$ cat config.mk
export PLATFORM = sky130hd
export DESIGN_NAME = hdmi_cap_top
export DESIGN_NICKNAME = d
export VERILOG_FILES = /design/src/hw/hdmi_cap_pkg.sv /design/src/hw/hdmi_cap_top.sv /design/src/hw/gmii_serializer.sv /design/src/hw/pixel_bank.sv /design/src/hw/pixel_capture.sv /design/src/hw/raster_counter.sv
export SDC_FILE = /design/constraint.sdc
export NUM_CORES = 2
export LEC_CHECK = 0
export BUFFER_PORTS_ARGS = -buffer_cell sky130_fd_sc_hd__buf_2
export CAP_MARGIN = 5
export CELL_PAD_IN_SITES_DETAIL_PLACEMENT = 0
export CELL_PAD_IN_SITES_GLOBAL_PLACEMENT = 1
export CORE_AREA = 2 2 370 372
export CTS_BUF_LIST = sky130_fd_sc_hd__clkbuf_8
export CTS_CLUSTER_SIZE = 20
export DETAILED_ROUTE_END_ITERATION = 7
export DIE_AREA = 0 0 372 374
export HOLD_SLACK_MARGIN = 0.02
export PLACE_DENSITY = 0.89
export SYNTH_ARGS = -nofsm -noshare
export SYNTH_HDL_FRONTEND = slang
export SYNTH_HIERARCHICAL = 1
export SYNTH_SLANG_ARGS = --single-unit
$ cat constraint.sdc
create_clock -name rx0_pclk -period 8.5 [get_ports rx0_pclk]
set_clock_uncertainty 0.15 [all_clocks]
set_input_delay 0.85 -clock rx0_pclk [delete_from_list [all_inputs] [get_ports rx0_pclk]]
set_output_delay 0.85 -clock rx0_pclk [all_outputs]
set_load 0.1 [all_outputs]
$ cat src/hw/hdmi_cap_pkg.sv
package hdmi_cap_pkg;

	//////////////////////////////
	// Sizes
	//////////////////////////////
	localparam int CNT_W          = 12; // Column and line counters
	localparam int NUM_BANKS      = 4;
	localparam int BANK_DEPTH     = 8;  // Words per bank
	localparam int BANK_IDX_W     = 2;
	localparam int BANK_PTR_W     = $clog2(BANK_DEPTH);
	localparam int CREDIT_W       = 4;  // Holds 0 to BANK_DEPTH
	localparam int BYTES_PER_WORD = 6;
	localparam int BYTE_CNT_W     = $clog2(BYTES_PER_WORD);

	// Capture window, both ends inclusive
	localparam logic [CNT_W-1:0] WIN_FIRST = 12'd221;
	localparam logic [CNT_W-1:0] WIN_LAST  = 12'd1420;

	//////////////////////////////
	// Types
	//////////////////////////////

	// Decoded video from the receiver
	typedef struct packed {
		logic       hsync;
		logic       vsync;
		logic       vde;
		logic [7:0] red;
		logic [7:0] green;
		logic [7:0] blue;
	} video_in_t;

	// Recovered raster position
	typedef struct packed {
		logic [CNT_W-1:0] hcnt;
		logic [CNT_W-1:0] vcnt;
		logic             active; // Registered vde
	} raster_t;

	// One captured pixel, sent MSB first
	typedef struct packed {
		logic [CNT_W-1:0] line;
		logic [CNT_W-1:0] index; // Column inside the window
		logic [7:0]       red;
		logic [7:0]       green;
		logic [7:0]       blue;
	} send_word_t;

	// GMII transmit side
	typedef struct packed {
		logic       tx_en;
		logic [7:0] txd;
	} gmii_t;

	typedef enum logic {
		SER_IDLE,
		SER_SEND
	} ser_state_e;

endpackage
$ cat src/hw/hdmi_cap_top.sv
module hdmi_cap_top (
	input  logic                           rx0_pclk,
	input  logic                           RSTBTN,
	input  hdmi_cap_pkg::video_in_t        vid,
	output hdmi_cap_pkg::gmii_t            gmii,
	output logic [hdmi_cap_pkg::CNT_W-1:0] drop_count
);
	import hdmi_cap_pkg::*;

	raster_t              pos;
	video_in_t            pix;        // Video delayed to match pos
	logic [NUM_BANKS-1:0] wr;
	send_word_t           word;
	logic [NUM_BANKS-1:0] pop;        // Pop doubles as credit return
	logic [NUM_BANKS-1:0] not_empty;
	send_word_t           heads [NUM_BANKS];

	raster_counter i_raster (
		.rx0_pclk (rx0_pclk),
		.RSTBTN   (RSTBTN),
		.vid      (vid),
		.pos      (pos),
		.pix      (pix)
	);

	pixel_capture i_capture (
		.rx0_pclk      (rx0_pclk),
		.RSTBTN        (RSTBTN),
		.pos           (pos),
		.pix           (pix),
		.wr            (wr),
		.word          (word),
		.credit_return (pop),
		.drop_count    (drop_count)
	);

	//////////////////////////////
	// Pixel banks
	//////////////////////////////
	for (genvar g = 0; g < NUM_BANKS; g++) begin : g_bank
		pixel_bank i_bank (
			.rx0_pclk  (rx0_pclk),
			.RSTBTN    (RSTBTN),
			.wr        (wr[g]),
			.word_in   (word), // Shared bus, wr picks the bank
			.pop       (pop[g]),
			.head      (heads[g]),
			.not_empty (not_empty[g])
		);
	end

	gmii_serializer i_serializer (
		.rx0_pclk  (rx0_pclk),
		.RSTBTN    (RSTBTN),
		.heads     (heads),
		.not_empty (not_empty),
		.pop       (pop),
		.gmii      (gmii)
	);

endmodule

$ cat src/hw/gmii_serializer.sv
module gmii_serializer (
	input  logic                               rx0_pclk,
	input  logic                               RSTBTN,
	input  hdmi_cap_pkg::send_word_t           heads [hdmi_cap_pkg::NUM_BANKS],
	input  logic [hdmi_cap_pkg::NUM_BANKS-1:0] not_empty,
	output logic [hdmi_cap_pkg::NUM_BANKS-1:0] pop,
	output hdmi_cap_pkg::gmii_t                gmii
);
	import hdmi_cap_pkg::*;

	ser_state_e                    state;
	logic [BANK_IDX_W-1:0]         rd_ptr;
	logic [BYTE_CNT_W-1:0]         byte_cnt;
	logic [$bits(send_word_t)-1:0] shreg;
	logic                          last_byte;
	logic                          take;

	assign last_byte = (byte_cnt == BYTE_CNT_W'(BYTES_PER_WORD - 1));

	// Next word is taken when idle or on the last byte of the current one
	assign take = not_empty[rd_ptr] &
		((state == SER_IDLE) | ((state == SER_SEND) & last_byte));

	// Also the credit return to the capture side
	always_comb begin
		pop         = '0;
		pop[rd_ptr] = take;
	end

	//////////////////////////////
	// Byte FSM
	//////////////////////////////
	always_ff @(posedge rx0_pclk) begin
		if (RSTBTN) begin
			state    <= SER_IDLE;
			rd_ptr   <= '0;
			byte_cnt <= '0;
			gmii     <= '0;
		end else begin
			case (state)
				SER_IDLE: begin
					gmii <= '0;
					if (take) begin
						state    <= SER_SEND;
						byte_cnt <= '0;
					end
				end
				SER_SEND: begin
					gmii.tx_en <= 1'b1;
					gmii.txd   <= shreg[$bits(send_word_t)-1 -: 8]; // MSB first
					if (last_byte) begin
						byte_cnt <= '0;
						if (!take) begin
							state <= SER_IDLE;
						end
					end else begin
						byte_cnt <= byte_cnt + BYTE_CNT_W'(1);
					end
				end
				default: state <= SER_IDLE;
			endcase

			if (take) begin
				rd_ptr <= rd_ptr + BANK_IDX_W'(1); // Same order as the writes
			end
		end
	end

	// Word latch and shifter
	always_ff @(posedge rx0_pclk) begin
		if (RSTBTN) begin
			shreg <= '0;
		end else if (take) begin
			shreg <= heads[rd_ptr];
		end else if (state == SER_SEND) begin
			shreg <= {shreg[$bits(send_word_t)-9:0], 8'h00};
		end
	end

endmodule

$ cat src/hw/pixel_bank.sv
module pixel_bank (
	input  logic                     rx0_pclk,
	input  logic                     RSTBTN,
	input  logic                     wr,
	input  hdmi_cap_pkg::send_word_t word_in,
	input  logic                     pop,
	output hdmi_cap_pkg::send_word_t head,
	output logic                     not_empty
);
	import hdmi_cap_pkg::*;

	send_word_t            mem [BANK_DEPTH];
	logic [BANK_PTR_W-1:0] wr_ptr;
	logic [BANK_PTR_W-1:0] rd_ptr;
	logic [BANK_PTR_W:0]   count;

	assign head      = mem[rd_ptr]; // First-word fall-through
	assign not_empty = (count != '0);

	// No full check, the capture credits keep room
	always_ff @(posedge rx0_pclk) begin
		if (RSTBTN) begin
			for (int i = 0; i < BANK_DEPTH; i++) begin
				mem[i] <= '0;
			end
		end else if (wr) begin
			mem[wr_ptr] <= word_in;
		end
	end

	always_ff @(posedge rx0_pclk) begin
		if (RSTBTN) begin
			wr_ptr <= '0;
			rd_ptr <= '0;
			count  <= '0;
		end else begin
			if (wr) begin
				wr_ptr <= wr_ptr + BANK_PTR_W'(1);
			end
			if (pop) begin
				rd_ptr <= rd_ptr + BANK_PTR_W'(1);
			end
			case ({wr, pop})
				2'b10:   count <= count + 1'b1;
				2'b01:   count <= count - 1'b1;
				default: count <= count; // Both or neither
			endcase
		end
	end

endmodule

$ cat src/hw/pixel_capture.sv
module pixel_capture (
	input  logic                                 rx0_pclk,
	input  logic                                 RSTBTN,
	input  hdmi_cap_pkg::raster_t                pos,
	input  hdmi_cap_pkg::video_in_t              pix,
	output logic [hdmi_cap_pkg::NUM_BANKS-1:0]   wr,
	output hdmi_cap_pkg::send_word_t             word,
	input  logic [hdmi_cap_pkg::NUM_BANKS-1:0]   credit_return,
	output logic [hdmi_cap_pkg::CNT_W-1:0]       drop_count
);
	import hdmi_cap_pkg::*;

	logic [CREDIT_W-1:0]   credit [NUM_BANKS]; // Free slots per bank
	logic [BANK_IDX_W-1:0] wr_ptr;
	logic                  in_win;
	logic                  has_credit;
	logic                  take;
	logic [NUM_BANKS-1:0]  dec;

	//////////////////////////////
	// Window test
	//////////////////////////////
	assign in_win     = pos.active && (pos.hcnt >= WIN_FIRST) && (pos.hcnt <= WIN_LAST);
	assign has_credit = (credit[wr_ptr] != '0);
	assign take       = in_win & has_credit;

	// One-hot of the bank that gets this pixel
	always_comb begin
		dec         = '0;
		dec[wr_ptr] = take;
	end

	//////////////////////////////
	// Credits, pointer and drops
	//////////////////////////////
	always_ff @(posedge rx0_pclk) begin
		if (RSTBTN) begin
			wr         <= '0;
			wr_ptr     <= '0;
			drop_count <= '0;
			for (int i = 0; i < NUM_BANKS; i++) begin
				credit[i] <= CREDIT_W'(BANK_DEPTH);
			end
		end else begin
			wr <= dec; // Write lands one cycle after capture

			// A pop and a capture on the same bank cancel out
			for (int i = 0; i < NUM_BANKS; i++) begin
				credit[i] <= credit[i] - CREDIT_W'(dec[i]) + CREDIT_W'(credit_return[i]);
			end

			if (take) begin
				wr_ptr <= wr_ptr + BANK_IDX_W'(1);
			end

			// Pointer stays put so word order is kept
			if (in_win && !has_credit) begin
				drop_count <= drop_count + CNT_W'(1);
			end
		end
	end

	// Send word follows the write pulse
	always_ff @(posedge rx0_pclk) begin
		if (RSTBTN) begin
			word <= '0;
		end else if (take) begin
			word.line  <= pos.vcnt;
			word.index <= pos.hcnt - WIN_FIRST;
			word.red   <= pix.red;
			word.green <= pix.green;
			word.blue  <= pix.blue;
		end
	end

endmodule

$ cat src/hw/raster_counter.sv
module raster_counter (
	input  logic                    rx0_pclk,
	input  logic                    RSTBTN,
	input  hdmi_cap_pkg::video_in_t vid,
	output hdmi_cap_pkg::raster_t   pos,
	output hdmi_cap_pkg::video_in_t pix
);
	import hdmi_cap_pkg::*;

	logic hs_rise;
	logic vs_rise;

	// pix holds last cycle's input, so it doubles as the edge reference
	assign hs_rise = vid.hsync & ~pix.hsync;
	assign vs_rise = vid.vsync & ~pix.vsync;

	//////////////////////////////
	// Video delay and counters
	//////////////////////////////
	always_ff @(posedge rx0_pclk) begin
		if (RSTBTN) begin
			pix <= '0;
			pos <= '0;
		end else begin
			pix        <= vid;
			pos.active <= vid.vde;

			// Column restarts right after the hsync edge
			if (hs_rise) begin
				pos.hcnt <= '0;
			end else begin
				pos.hcnt <= pos.hcnt + CNT_W'(1);
			end

			if (vs_rise) begin
				pos.vcnt <= '0; // New frame wins over a new line
			end else if (hs_rise) begin
				pos.vcnt <= pos.vcnt + CNT_W'(1);
			end
		end
	end

endmodule

==> qor.log <==
INFO  power          fin_total_pwr=18.8mW
INFO  worst_setup_path regToRegEndpoint=g_bank[0].i_bank/count[2]
INFO  global_routing globalRouteTotalUtil=0.273
INFO  worst_setup_path cp.required=9.25ns
INFO  floorplan      pin_count=50
INFO  synth          synth_compound_area_frac=0.0264
INFO  timing         finalSetupTns=0ns
INFO  timing         worst_hold_slack=0.274ns
INFO  route          router_iterations_before_antenna_repair=5
INFO  floorplan      floorplan.initialDensity=0.607
INFO  cts            numClockSinks=1,786
INFO  cells_and_area design.final.nets=5,453
INFO  place          io_port_bufs=49
INFO  timing         hold_viol_final=0
INFO  synth          synthFlopType=edfxtp_1
INFO  synth          number_of_warnings_printed_during_yosys_synthesis=6
INFO  route          detailroute.wirelength.met3=18,500um
INFO  synth          synth_cell_types=83
INFO  timing         worst_slew_margin_rel=0.106
INFO  route          detailroute.via_count=45,200
INFO  cts            max-clock-path-buffers=4
INFO  worst_setup_path rr_worst_depth=12
INFO  place          gp_routability_congestion=0.832
INFO  timing         post-route-period-util=0.510
INFO  worst_setup_path critPathKind=reg2reg
INFO  cts            cts-htree-levels=5
INFO  route          post_drt_via_cell_ratio=6.14
INFO  synth          post_synth_and_or_nand_nor_area_fraction=0.146
INFO  cts            worstSkewPairLatency=1.01ns
INFO  hold_path      worst_hold_stages=2
INFO  synth          syn_avg_cell_area=15.6um2
INFO  route          initialDrtViolationCount=5,050
INFO  synth          seq_cells_post_synth=1,786
INFO  global_routing grt_first_pass_wirelength=283,000um
INFO  synth          synthesis.area=0.0819mm2
INFO  floorplan      die_w=372um
INFO  cells_and_area areaGrowthSynthToFinish=8.87%
INFO  global_routing globalRouteOverflowTotal=0
INFO  timing         timing.final.crit_period=4.34ns
INFO  synth          synthXorXnorAreaFrac=0.00727
INFO  route          drc=0
INFO  floorplan      coreArea=0.135mm2
INFO  route          postRouteAntennaNets=0
INFO  cts            cts_made_buffers=304
INFO  power          worst_ir_drop_vdd=0.177mV
INFO  timing         timing.final.setup_violations=0
INFO  worst_setup_path setup.worst_path.start=g_bank[3].i_bank/count[1]
INFO  job            maxCapViolations=0
INFO  timing         fmax=230MHz
INFO  cells_and_area final_layout_size_suffix_gt1_frac=0.226
INFO  synth          asyncSetResetFlopFracSynth=0
INFO  cells_and_area final_core_util=0.660
INFO  global_routing first_global_vias=46,200
INFO  floorplan      dieArea=0.139mm2
INFO  global_routing grt_antenna_before_repair=17
INFO  cts            post_cts_buffers=0
INFO  timing         worst-slew-pin-transition=1.34ns
INFO  hold_path      holdCritPathClass=in2reg
INFO  status         status=complete, no violations
INFO  worst_setup_path timing.critical_path.from_type=register
INFO  synth          seq_area_frac_synth=0.624
INFO  floorplan      fp.dieH=374um
INFO  synth          number_of_enable_type_register_cells_in_the_synthesized_netlist=1,536
INFO  worst_setup_path rr_startpoint=g_bank[3].i_bank/count[1]
INFO  cts            tritoncts_clock_tree=built
INFO  worst_setup_path r2r_slack=4.16ns
INFO  synth          synthTopCellsByArea=edfxtp_1 56%, and2_1 12%, mux4_2 11%, dfxtp_1 6.1%, mux2_4 2.9%
INFO  hold_path      hold_end=g_bank[0].i_bank/wr_ptr[2]
INFO  synth          synth_adder_area_share=0.00862
INFO  worst_setup_path critical_path_peak_fanout=49
INFO  synth          netlist.area_leader.share=0.563
INFO  route          wirelength_met1=76,100um
INFO  worst_setup_path cp-end-kind=register
INFO  worst_setup_path worst_ep_arrival_time=5.09ns
INFO  power          pwr_per_cell_area=210mW/mm2
INFO  synth          net_count_of_the_mapped_netlist=5,341
INFO  route          detailroute.wirelength.met2=89,700um
INFO  power          leakage=32.2nW
INFO  timing         final_max_slew_viol_count=0
INFO  route          totalWireLength=188,000um
INFO  synth          post_synth_inst_count=5,258
INFO  cts            clkSlewWorstSetupHoldPaths=0.06ns
INFO  floorplan      placementRows=135
INFO  place          placed_cell_area=0.0834mm2
INFO  synth          post_synth_mux_area_share=0.158
INFO  global_routing largest_net_degree_at_the_start_of_global_routing=81
INFO  cts            clock-root-buffer=clkbuf_8
INFO  cells_and_area finalInstanceArea=0.0891mm2
INFO  place          half_perimeter_wire_length_of_the_detailed_placement_result=113,000um
INFO  hold_path      hold_path.startpoint=RSTBTN
INFO  timing         rsz_0062_raised_after_global_routing=no
INFO  synth          dominant_combinational_cell_family_by_area_after_synthesis=multiplexers
INFO  route          wire_per_inst=25.5um
INFO  route          top_signal_layer_used=met4
INFO  synth          synth_largest_area_cell=edfxtp_1
## power by group
part / internal [mW] / switching, mW / total [mW]
Sequential: 9.79 / 0.153 / 9.95
Clock: 3.76 / 3.33 / 7.09
Combinational: 0.746 / 0.968 / 1.71
Total: 14.3 / 4.45 / 18.8
## critical path, stage by stage, from the launching register on
cell and delay [ns]:
dfxtp_1 0.37, or4_1 0.55, mux4_4 0.77, o21a_2 0.22
buf_4 0.31, and2_1 0.46, ha_1 0.36, xor2_1 0.17
ha_1 0.19, a21oi_1 0.15, xor2_1 0.09, or3_1 0.31
a21oi_1 0.13
## worst max-delay path by stage
| stage | to | depth (start not counted) | slack [ns] |
|---|---|---|---|
| after global placement | g_bank[0].i_bank/count[2] | 12 | 4.21 |
| after global routing | i_capture/credit[1][2] | 15 | 3.88 |
| after floorplan | g_bank[2].i_bank/count[3] | 12 | 5.02 |
| after CTS | i_capture/credit[1][2] | 15 | 4.14 |
| after detailed placement | i_capture/credit[1][2] | 15 | 4.18 |
| final | g_bank[0].i_bank/count[2] | 12 | 4.16 |
## routing by layer
layer | up-vias | track usage
met5 | - | 0
met2 | 2009 | 0.429
li1 | 19700 | -
met3 | 256 | 0.0511
met1 | 23200 | 0.398
met4 | 0 | 0.0704
## layout by cell type (no fill, tap or decap), types with 34 or more instances in the layout
master,instances
clkinv_1,56
edfxtp_1,1536
xor2_1,41
a21oi_1,59
a211oi_1,71
nor2b_1,51
nand4_1,52
dfxtp_1,235
or2_2,34
nor2_1,91
ha_1,50
nand2_1,38
inv_1,177
mux2_4,160
clkbuf_8,331
mux2_2,36
buf_4,109
mux4_2,408
and2_1,1547
buf_2,48
o31ai_1,86
## logic make-up (layout without fill, tap and decap cells)
| family | count (synthesis) | after routing |
|---|---|---|
| simple gates | 1944 | 1944 |
| flops | 1786 | 1786 |
| mux | 655 | 655 |
| buf+inv | 461 | 785 |
| compound gates | 290 | 290 |
| xor+xnor | 68 | 68 |
| fa+ha+maj | 54 | 54 |
| other cells | 0 | 3 |
## layout make-up
cell class	instances	area, um2
sequential	1786	51200
fill	9107	45800
multi-input combinational	3011	28600
clock buffer	330	4540
tap	1781	2230
timing repair buffer	185	1340
clock inverter	188	935
inverter	82	308
antenna	3	7.51
## Yosys cell counts, types with 24 or more instances
master / n
nor2b_1: 51
nand2_1: 38
nand4_1: 52
dfxtp_1: 250
buf_2: 110
edfxtp_1: 1536
clkbuf_1: 181
nor2_1: 107
buf_4: 30
o31ai_1: 86
xor2_1: 41
mux2_2: 36
mux4_1: 24
xnor2_1: 27
mux2_4: 160
a21oi_1: 59
and2_1: 1548
buf_6: 27
inv_1: 81
a211oi_1: 71
ha_1: 50
or2_2: 30
mux4_2: 409
## sequential cells by signal (all words and copies together) (netlist names), 3 cells and up, named ones only
name and flops:
i_serializer/byte_cnt 3, i_capture/drop_count 12, g_bank.i_bank/mem 1536, g_bank.i_bank/count 16, i_raster/pix 27, i_raster/pos 24, i_capture/credit 16, g_bank.i_bank/wr_ptr 12
i_capture/word 48, g_bank.i_bank/rd_ptr 12, i_serializer/shreg 48, i_serializer/gmii 9, i_capture/wr 4
## repair_timing
action / CTS / global route
endpoints found under the hold margin: 27 / 0
gates resized for setup: 0 / 0
hold buffers: 27 / 0
## per-stage QoR
stage,instances,setup slack [ns]
floorplan,5258,5.02
global placement,6818,4.21
detailed placement,6818,4.18
CTS,7363,4.14
global route,7365,3.88
finish,7366,4.16
No activity file was read; power rests on OpenSTA's default activity.
